**config.mk**
```make
export PLATFORM = sky130hd
export DESIGN_NAME = axil_arbiter_flat
export DESIGN_NICKNAME = d
export VERILOG_FILES = /design/src/hdl/axil_pkg.sv /design/src/hdl/axil_if.sv /design/src/hdl/axil_arbiter.sv /design/src/flat_wrapper.sv
export VERILOG_INCLUDE_DIRS = /design/src /design/src/hdl
export SDC_FILE = /design/constraint.sdc
export NUM_CORES = 1
export LEC_CHECK = 0
export BUFFER_PORTS_ARGS = -buffer_cell sky130_fd_sc_hd__buf_4
export CELL_PAD_IN_SITES_DETAIL_PLACEMENT = 1
export CELL_PAD_IN_SITES_GLOBAL_PLACEMENT = 2
export CORE_AREA = 2 2 143 145
export DETAILED_ROUTE_END_ITERATION = 8
export DIE_AREA = 0 0 145 147
export GPL_TIMING_DRIVEN = 1
export PLACE_DENSITY = 0.8
export SLEW_MARGIN = 20
export SYNTH_ARGS = -nofsm -noshare
export SYNTH_HDL_FRONTEND = slang
export SYNTH_SLANG_ARGS = --single-unit
```
**constraint.sdc**
```tcl
create_clock -name clk -period 5.6 [get_ports clk]
set_clock_uncertainty 0.2 [all_clocks]
set_input_delay 1.12 -clock clk [delete_from_list [all_inputs] [get_ports clk]]
set_output_delay 1.12 -clock clk [all_outputs]
set_load 0.05 [all_outputs]
```
**src/hdl/soc_settings.svh**
```systemverilog
`ifndef SOC_SETTINGS_SVH
`define SOC_SETTINGS_SVH

// bus widths shared by every master and slave
`define AXIL_ADDR_W 32
`define AXIL_DATA_W 32

// on-chip ram layout
// banks sit back to back from address zero
`define NUM_BANKS   4

// words per bank, a power of two
`define BANK_WORDS  256

`endif
```
**src/hdl/axil_pkg.sv**
```systemverilog
`include "soc_settings.svh"

package axil_pkg;

    // one strobe bit per data byte
    localparam int unsigned STRB_W = `AXIL_DATA_W / 8;

    typedef logic [`AXIL_ADDR_W-1:0] addr_t;
    typedef logic [`AXIL_DATA_W-1:0] data_t;
    typedef logic [STRB_W-1:0]       strb_t;

    // SLVERR and EXOKAY never occur in this subsystem
    typedef enum logic [1:0] {
        OKAY   = 2'b00,
        DECERR = 2'b11
    } axil_resp_e;

endpackage

```
**src/hdl/axil_if.sv**
```systemverilog
`timescale 1ns/1ps

interface axil_if import axil_pkg::*; ();

    addr_t      araddr;
    logic       arvalid;
    logic       arready;
    data_t      rdata;
    axil_resp_e rresp;
    logic       rvalid;
    logic       rready;
    addr_t      awaddr;
    logic       awvalid;
    logic       awready;
    data_t      wdata;
    strb_t      wstrb;
    logic       wvalid;
    logic       wready;
    axil_resp_e bresp;
    logic       bvalid;
    logic       bready;

    modport master (output araddr, arvalid, rready, awaddr, awvalid, wdata, wstrb, wvalid,
                    bready,
                    input  arready, rdata, rresp, rvalid, awready, wready, bresp, bvalid);

    modport slave  (input  araddr, arvalid, rready, awaddr, awvalid, wdata, wstrb, wvalid,
                    bready,
                    output arready, rdata, rresp, rvalid, awready, wready, bresp, bvalid);

    // request side split, response handshakes are visible for tracking
    modport req_master (output araddr, arvalid, awaddr, awvalid, wdata, wstrb, wvalid,
                        input  arready, awready, wready);
    modport req_slave  (input  araddr, arvalid, awaddr, awvalid, wdata, wstrb, wvalid,
                        input  rvalid, rready, bvalid, bready,
                        output arready, awready, wready);

    // response side split
    modport rsp_master (input  rdata, rresp, rvalid, bresp, bvalid,
                        output rready, bready);
    modport rsp_slave  (output rdata, rresp, rvalid, bresp, bvalid,
                        input  rready, bready);

endinterface

```
**src/hdl/axil_arbiter.sv**
```systemverilog
`timescale 1ns/1ps

module axil_arbiter import axil_pkg::*; (
    input  logic       clk,
    input  logic       rst_n,

    // fetch, read only
    input  addr_t      fetch_araddr,
    input  logic       fetch_arvalid,
    output logic       fetch_arready,
    output data_t      fetch_rdata,
    output axil_resp_e fetch_rresp,
    output logic       fetch_rvalid,
    input  logic       fetch_rready,

    // load/store unit
    input  addr_t      lsu_araddr,
    input  logic       lsu_arvalid,
    output logic       lsu_arready,
    output data_t      lsu_rdata,
    output axil_resp_e lsu_rresp,
    output logic       lsu_rvalid,
    input  logic       lsu_rready,
    input  addr_t      lsu_awaddr,
    input  logic       lsu_awvalid,
    output logic       lsu_awready,
    input  data_t      lsu_wdata,
    input  strb_t      lsu_wstrb,
    input  logic       lsu_wvalid,
    output logic       lsu_wready,
    output axil_resp_e lsu_bresp,
    output logic       lsu_bvalid,
    input  logic       lsu_bready,

    axil_if.master     bus
);

    typedef enum logic [1:0] {
        GNT_IDLE,
        GNT_FETCH_RD,
        GNT_LSU_RD,
        GNT_LSU_WR
    } grant_e;

    grant_e grant;
    grant_e grant_next;

    // lsu wins ties, then the grant is held to the response handshake
    always_comb begin
        grant_next = grant;
        case (grant)
            GNT_IDLE: begin
                if (lsu_arvalid) begin
                    grant_next = GNT_LSU_RD;
                end else if (lsu_awvalid || lsu_wvalid) begin
                    grant_next = GNT_LSU_WR;
                end else if (fetch_arvalid) begin
                    grant_next = GNT_FETCH_RD;
                end
            end
            GNT_FETCH_RD, GNT_LSU_RD: begin
                if (bus.rvalid && bus.rready) begin
                    grant_next = GNT_IDLE;
                end
            end
            GNT_LSU_WR: begin
                if (bus.bvalid && bus.bready) begin
                    grant_next = GNT_IDLE;
                end
            end
            default: grant_next = GNT_IDLE;
        endcase
    end

    always_ff @(posedge clk) begin
        if (!rst_n) begin
            grant <= GNT_IDLE;
        end else begin
            grant <= grant_next;
        end
    end

    // channel mux, the losing master sees everything low
    always_comb begin
        bus.araddr    = '0;
        bus.arvalid   = 1'b0;
        bus.rready    = 1'b0;
        bus.awaddr    = '0;
        bus.awvalid   = 1'b0;
        bus.wdata     = '0;
        bus.wstrb     = '0;
        bus.wvalid    = 1'b0;
        bus.bready    = 1'b0;
        fetch_arready = 1'b0;
        fetch_rdata   = '0;
        fetch_rresp   = OKAY;
        fetch_rvalid  = 1'b0;
        lsu_arready   = 1'b0;
        lsu_rdata     = '0;
        lsu_rresp     = OKAY;
        lsu_rvalid    = 1'b0;
        lsu_awready   = 1'b0;
        lsu_wready    = 1'b0;
        lsu_bresp     = OKAY;
        lsu_bvalid    = 1'b0;
        case (grant)
            GNT_FETCH_RD: begin
                bus.araddr    = fetch_araddr;
                bus.arvalid   = fetch_arvalid;
                bus.rready    = fetch_rready;
                fetch_arready = bus.arready;
                fetch_rdata   = bus.rdata;
                fetch_rresp   = bus.rresp;
                fetch_rvalid  = bus.rvalid;
            end
            GNT_LSU_RD: begin
                bus.araddr  = lsu_araddr;
                bus.arvalid = lsu_arvalid;
                bus.rready  = lsu_rready;
                lsu_arready = bus.arready;
                lsu_rdata   = bus.rdata;
                lsu_rresp   = bus.rresp;
                lsu_rvalid  = bus.rvalid;
            end
            GNT_LSU_WR: begin
                bus.awaddr  = lsu_awaddr;
                bus.awvalid = lsu_awvalid;
                bus.wdata   = lsu_wdata;
                bus.wstrb   = lsu_wstrb;
                bus.wvalid  = lsu_wvalid;
                bus.bready  = lsu_bready;
                lsu_awready = bus.awready;
                lsu_wready  = bus.wready;
                lsu_bresp   = bus.bresp;
                lsu_bvalid  = bus.bvalid;
            end
            default: begin
            end
        endcase
    end

    // a read response only ever comes back under a read grant
    a_grant_locked: assert property (@(posedge clk) disable iff (!rst_n)
        bus.rvalid |-> grant == GNT_FETCH_RD || grant == GNT_LSU_RD);

    // write responses only ever come back under the lsu write grant
    a_no_fetch_write: assert property (@(posedge clk) disable iff (!rst_n)
        bus.bvalid |-> grant == GNT_LSU_WR);

endmodule

```
**src/flat_wrapper.sv**
```systemverilog
// flat-port wrapper written by rule: the top's interface ports become plain ports
module axil_arbiter_flat import axil_pkg::*;
  (clk, rst_n, fetch_araddr, fetch_arvalid, fetch_arready, fetch_rdata, fetch_rresp, fetch_rvalid, fetch_rready, lsu_araddr, lsu_arvalid, lsu_arready, lsu_rdata, lsu_rresp, lsu_rvalid, lsu_rready, lsu_awaddr, lsu_awvalid, lsu_awready, lsu_wdata, lsu_wstrb, lsu_wvalid, lsu_wready, lsu_bresp, lsu_bvalid, lsu_bready, bus_araddr, bus_arvalid, bus_rready, bus_awaddr, bus_awvalid, bus_wdata, bus_wstrb, bus_wvalid, bus_bready, bus_arready, bus_rdata, bus_rresp, bus_rvalid, bus_awready, bus_wready, bus_bresp, bus_bvalid);
  axil_if bus_i ();
  input  logic clk;
  input  logic rst_n;
  input  addr_t fetch_araddr;
  input  logic fetch_arvalid;
  output logic fetch_arready;
  output data_t fetch_rdata;
  output axil_resp_e fetch_rresp;
  output logic fetch_rvalid;
  input  logic fetch_rready;
  input  addr_t lsu_araddr;
  input  logic lsu_arvalid;
  output logic lsu_arready;
  output data_t lsu_rdata;
  output axil_resp_e lsu_rresp;
  output logic lsu_rvalid;
  input  logic lsu_rready;
  input  addr_t lsu_awaddr;
  input  logic lsu_awvalid;
  output logic lsu_awready;
  input  data_t lsu_wdata;
  input  strb_t lsu_wstrb;
  input  logic lsu_wvalid;
  output logic lsu_wready;
  output axil_resp_e lsu_bresp;
  output logic lsu_bvalid;
  input  logic lsu_bready;
  output wire logic [$bits(bus_i.araddr)-1:0] bus_araddr;
  output wire logic [$bits(bus_i.arvalid)-1:0] bus_arvalid;
  output wire logic [$bits(bus_i.rready)-1:0] bus_rready;
  output wire logic [$bits(bus_i.awaddr)-1:0] bus_awaddr;
  output wire logic [$bits(bus_i.awvalid)-1:0] bus_awvalid;
  output wire logic [$bits(bus_i.wdata)-1:0] bus_wdata;
  output wire logic [$bits(bus_i.wstrb)-1:0] bus_wstrb;
  output wire logic [$bits(bus_i.wvalid)-1:0] bus_wvalid;
  output wire logic [$bits(bus_i.bready)-1:0] bus_bready;
  input wire logic [$bits(bus_i.arready)-1:0] bus_arready;
  input wire logic [$bits(bus_i.rdata)-1:0] bus_rdata;
  input wire logic [$bits(bus_i.rresp)-1:0] bus_rresp;
  input wire logic [$bits(bus_i.rvalid)-1:0] bus_rvalid;
  input wire logic [$bits(bus_i.awready)-1:0] bus_awready;
  input wire logic [$bits(bus_i.wready)-1:0] bus_wready;
  input wire logic [$bits(bus_i.bresp)-1:0] bus_bresp;
  input wire logic [$bits(bus_i.bvalid)-1:0] bus_bvalid;
  assign bus_araddr = bus_i.araddr;
  assign bus_arvalid = bus_i.arvalid;
  assign bus_rready = bus_i.rready;
  assign bus_awaddr = bus_i.awaddr;
  assign bus_awvalid = bus_i.awvalid;
  assign bus_wdata = bus_i.wdata;
  assign bus_wstrb = bus_i.wstrb;
  assign bus_wvalid = bus_i.wvalid;
  assign bus_bready = bus_i.bready;
  assign bus_i.arready = bus_arready;
  assign bus_i.rdata = bus_rdata;
  assign bus_i.rresp = bus_rresp;
  assign bus_i.rvalid = bus_rvalid;
  assign bus_i.awready = bus_awready;
  assign bus_i.wready = bus_wready;
  assign bus_i.bresp = bus_bresp;
  assign bus_i.bvalid = bus_bvalid;
  axil_arbiter u_core (.clk(clk), .rst_n(rst_n), .fetch_araddr(fetch_araddr), .fetch_arvalid(fetch_arvalid), .fetch_arready(fetch_arready), .fetch_rdata(fetch_rdata), .fetch_rresp(fetch_rresp), .fetch_rvalid(fetch_rvalid), .fetch_rready(fetch_rready), .lsu_araddr(lsu_araddr), .lsu_arvalid(lsu_arvalid), .lsu_arready(lsu_arready), .lsu_rdata(lsu_rdata), .lsu_rresp(lsu_rresp), .lsu_rvalid(lsu_rvalid), .lsu_rready(lsu_rready), .lsu_awaddr(lsu_awaddr), .lsu_awvalid(lsu_awvalid), .lsu_awready(lsu_awready), .lsu_wdata(lsu_wdata), .lsu_wstrb(lsu_wstrb), .lsu_wvalid(lsu_wvalid), .lsu_wready(lsu_wready), .lsu_bresp(lsu_bresp), .lsu_bvalid(lsu_bvalid), .lsu_bready(lsu_bready), .bus(bus_i));
endmodule
```
Word level (Yosys, flattened, before mapping)
Cells that the tools add are included.
- equality and inequality tests: 6
- mux-type cells: 27
- reduce and logical (&&, ||, !) cells: 6
- operator list (operator ; count):
    2-to-1 mux 32 bit ; 4
    case mux 32 bit (2 select lines) ; 1
    2-to-1 mux 2 bit ; 8
    2-to-1 mux 1 bit ; 10
    case mux 2 bit (3 select lines) ; 1
    == test 2 bit (second input constant) ; 2
    2-to-1 mux 4 bit ; 1
    inequality test 2 x 1 -> 1 bit (second input constant) ; 2
    inequality test 4 x 3 -> 1 bit (second input constant) ; 1
    case mux 1 bit (2 select lines) ; 2
    AND reduction 3 bit ; 1
    == test 2 x 1 -> 1 bit (second input constant) ; 1
    logical AND 1 bit ; 2
    logical NOT 2 bit ; 1
    OR reduction 2 bit ; 1
    logical OR 1 bit ; 1
- bits in registers: 2
- bits of input ports: 182
- output and inout bits: 182
- word-level logic and storage cells: 40

Depth between registers and ports, before layout
- depth in word-level cells: 5
- mapped depth: 7
- mapped depth without buffers: 6

Worst setup path after synthesis
Ideal clock, no wire load.
- path kind: input -> output
- start: in fetch_araddr[0]
- end: out bus_araddr[0]
- arrival time: 1905 ps
- setup slack: 2375 ps
- stages on the path: 2
- buffers on the path: 0
- cell sequence: a22oi_1 > nor2b_1
- word-level cells in the longest chain between the ends: 1
- ends and longest elaborated chain (element ; line ; text):
    start, declared ; flat_wrapper.sv:7 ; input addr_t fetch_araddr;
    case mux 32 bit (2 select lines) ; axil_arbiter.sv:106 ; case (grant)
    end, declared ; flat_wrapper.sv:31 ; output wire logic [$bits(bus_i.araddr)-1:0] bus_araddr;
Every way passes these cells.

Worst setup path in the final report
- start: reg u_core.grant[0]
- end: out bus_araddr[19]
- word-level cells in the longest chain between the ends: 2
- elaborated cells on any way between the ends: 3
- ends and longest elaborated chain (element ; line ; text):
    start, declared ; axil_arbiter.sv:45 ; grant_e grant;
    start signal, assigned ; axil_arbiter.sv:79 ; grant <= grant_next;
    == test 2 bit or == test 2 x 1 -> 1 bit (tied branches) ; axil_arbiter.sv:106 ;
    case mux 32 bit (2 select lines) * ; axil_arbiter.sv:106 ;
Every way passes the cells marked *; elsewhere a longest branch is shown, timed or not.

==> results.json <==
{
  "outcome": "complete, no violations",
  "maxSlewHeadroom_pct": 29.9,
  "finalCritPeriodShare_pct": 65.1,
  "avgSynthCellArea_um2": 6.52,
  "syn_area_mm2": 0.00172,
  "cell_chosen_for_the_clock_root": "sky130_fd_sc_hd__clkbuf_16",
  "timing.critical_path.to_type": "output pin",
  "die_area_mm2": 0.0213,
  "yosysWarningCount": 0,
  "fillerInstances": 2461,
  "synth_top_area_share_pct": 53.8,
  "routabilityCongestion": 0.730,
  "number_of_buffers_created_by_cts": 3,
  "detailedRoute.firstPassIterationCount": 4,
  "core_area_mm2": 0.0198,
  "worstPathArrival_ns": 2.32,
  "worst_path_most_repeated_cell": "sky130_fd_sc_hd__buf_4",
  "antennaDiodeCount": 0,
  "critPathMaxStageDelay_ns": 0.68,
  "antenna_left": 0,
  "period_needed_ns": 3.64,
  "numClockSinks": 2,
  "drt_first_iter_violations": 40,
  "io_buffer_count": 363,
  "max_cap_violations": 0,
  "die_y_um": 147,
  "hold_viol": 0,
  "post_cts.resized_instances": 0,
  "clockBufferDepth": 2,
  "num_rows": 52,
  "critPathKind": "reg2out",
  "grt_antenna_before_repair": 0,
  "cts-htree-levels": 1,
  "num-nets-final": 794,
  "seq_area_frac_synth_pct": 2.33,
  "drt-wirelength-per-cell_um": 14.6,
  "grt_setup_unrepaired": "no",
  "globalRoute.totalOverflow": 0,
  "initial_utilization_pct": 8.67,
  "reg_top3": "u_core.grant x2",
  "num_io_pins": 364,
  "worst_min_delay_path_class": "reg2reg",
  "num_vias": 3188,
  "area_growth_pct": 178,
  "post_cts_repair_setup_buffers": 0,
  "maximum_fanout_along_the_worst_path": 44,
  "place_area_mm2": 0.00469,
  "slew_violations": 0,
  "critPathSlowestCell": "sky130_fd_sc_hd__ha_2",
  "number_of_remaining_drc_errors": 0,
  "synthesis.nets": 451,
  "path_cells": "inv_1 > ha_2 > buf_4 > a22oi_1 > nor2b_1 > buf_4",
  "tritoncts": "built",
  "clkLatencyLatePin_ns": 0.22,
  "drive_gt1_share_pct": 61.8,
  "yosys.cell_types.count": 19,
  "grt_start_max_net_pins": 78,
  "first_pass_grt_wire_length_mm": 18.7,
  "largest-register": "u_core.grant",
  "synth_area_leaders": "sky130_fd_sc_hd__and2_1 (54%), sky130_fd_sc_hd__a22oi_1 (14%), sky130_fd_sc_hd__nor2b_1 (13%)",
  "track_usage_pct": 11.0,
  "synthCells": 264,
  "vias_per_cell": 3.64,
  "powerDensity_mw_per_mm2": 366,
  "clk_transition_reported_paths_ns": 0.03,
  "vdd_drop_max_mv": 0.109,
  "maxClockFrequency_mhz": 274,
  "synth.ff_latch_count": 2,
  "largest_register_ff_count": 2,
  "worstMarginPinSlew_ns": 1.05,
  "totalWireLength_mm": 12.7,
  "cts_hold_buffers": 0,
  "synth.largest_area_cell": "sky130_fd_sc_hd__and2_1",
  "grt_pass1_vias": 3439,
  "crit_required_ns": 4.28,
  "totalNegativeSetupSlack_ns": 0,
  "die-width_um": 145,
  "finalSetupViolations": 0,
  "cp-start-kind": "flip-flop",
  "total_leakage_power_nw": 2.52,
  "final_design_area_no_fill_mm2": 0.00478,
  "hpwl_mm": 11.0
}
-- layout make-up --
type,count,area (um2),area share (%)
clock buffer,3,75.1,1.57
multi-input combinational,233,1580,33.0
sequential,2,40.0,0.838
timing repair buffer,365,2740,57.3
inverter,2,7.51,0.157
tap,270,338,7.07
-- final timing paths --
kind / start / to / slack (ns) / depth (start not counted)
worst min register to register: u_core.grant[0] / u_core.grant[0] / 0.43 / 3
worst min-delay path: u_core.grant[0] / u_core.grant[0] / 0.43 / 3
worst max register to register: u_core.grant[0] / u_core.grant[1] / 3.06 / 6
worst max-delay path: u_core.grant[0] / bus_araddr[19] / 1.96 / 6
-- synth_stat cells --
| cell | number |
|---|---|
| sky130_fd_sc_hd__a22oi_4 | 1 |
| sky130_fd_sc_hd__clkbuf_1 | 23 |
| sky130_fd_sc_hd__o31ai_1 | 1 |
| sky130_fd_sc_hd__nor2_1 | 1 |
| sky130_fd_sc_hd__ha_1 | 5 |
| sky130_fd_sc_hd__nor2b_1 | 35 |
| sky130_fd_sc_hd__buf_2 | 2 |
| sky130_fd_sc_hd__dfxtp_1 | 2 |
| sky130_fd_sc_hd__a21o_1 | 1 |
| sky130_fd_sc_hd__nand2_1 | 3 |
| sky130_fd_sc_hd__a32o_1 | 1 |
| sky130_fd_sc_hd__a221oi_4 | 1 |
| sky130_fd_sc_hd__and2_1 | 148 |
| sky130_fd_sc_hd__nand2_2 | 1 |
| sky130_fd_sc_hd__nand3b_1 | 1 |
| sky130_fd_sc_hd__a22oi_1 | 33 |
| sky130_fd_sc_hd__buf_4 | 2 |
| sky130_fd_sc_hd__inv_1 | 2 |
| sky130_fd_sc_hd__nor3_1 | 1 |
-- cell usage in the layout, fill, tap and decap left out --
cell type,count
sky130_fd_sc_hd__buf_4,365
sky130_fd_sc_hd__and2_1,148
sky130_fd_sc_hd__nor2b_1,35
sky130_fd_sc_hd__a22oi_1,33
sky130_fd_sc_hd__nand2_1,3
sky130_fd_sc_hd__clkbuf_16,3
sky130_fd_sc_hd__inv_1,2
sky130_fd_sc_hd__ha_1,2
sky130_fd_sc_hd__ha_2,2
sky130_fd_sc_hd__dfxtp_1,2
sky130_fd_sc_hd__a22oi_4,1
sky130_fd_sc_hd__a221oi_4,1
sky130_fd_sc_hd__nor3_1,1
sky130_fd_sc_hd__nand3b_1,1
sky130_fd_sc_hd__nand2_2,1
sky130_fd_sc_hd__a21o_1,1
sky130_fd_sc_hd__o31ai_1,1
sky130_fd_sc_hd__nor2_1,1
sky130_fd_sc_hd__a32o_1,1
sky130_fd_sc_hd__ha_4,1
-- report_power, final --
group          switching [W]  internal (W)  leakage [nW]   total, W
registers         0.00000946     0.0000204        0.0165  0.0000298
logic                0.00108      0.000535          2.47    0.00161
clock network      0.0000157     0.0000908        0.0370   0.000106
total                0.00110      0.000646          2.52    0.00175
-- stage by stage --
step | total power, W | std cells | utilization [%] | hold slack (ns) | worst slack, ns
6_report | 0.00175 | 875 | 24.1 | 0.431 | 1.96
5_1_grt | 0.00185 | 875 | 24.1 | 0.480 | 1.73
4_1_cts | 0.00178 | 875 | 24.0 | 0.404 | 1.91
3_5_place_dp | 0.00167 | 872 | 23.7 | 0.395 | 2.14
3_3_place_gp | 0.00166 | 872 | 23.7 | 0.371 | 2.16
2_1_floorplan | 0.00114 | 264 | - | 0.322 | 2.38
-- metal layers --
metal / global-route usage [%] / wire length (um) / vias up
li1: - / - / 1528
met5: 0 / 0 / -
met4: 2.52 / 134 / 0
met1: 11.5 / 4560 / 1434
met2: 21.5 / 6770 / 218
met3: 3.14 / 1280 / 8
-- cell families after synthesis --
kind of cell,share of synthesized area [%]
compound gates,18.6
fa+ha+maj,3.64
buf+inv,6.91
flops,2.33
simple gates,68.5
-- worst max-delay path: cells and delay by family, from the launching register on --
family,cells,cell delay (ns)
buf+inv,3,0.77
compound gates,1,0.14
fa+ha+maj,1,0.68
flops,1,0.35
simple gates,1,0.14
No activity file was read; power rests on OpenSTA's default activity.
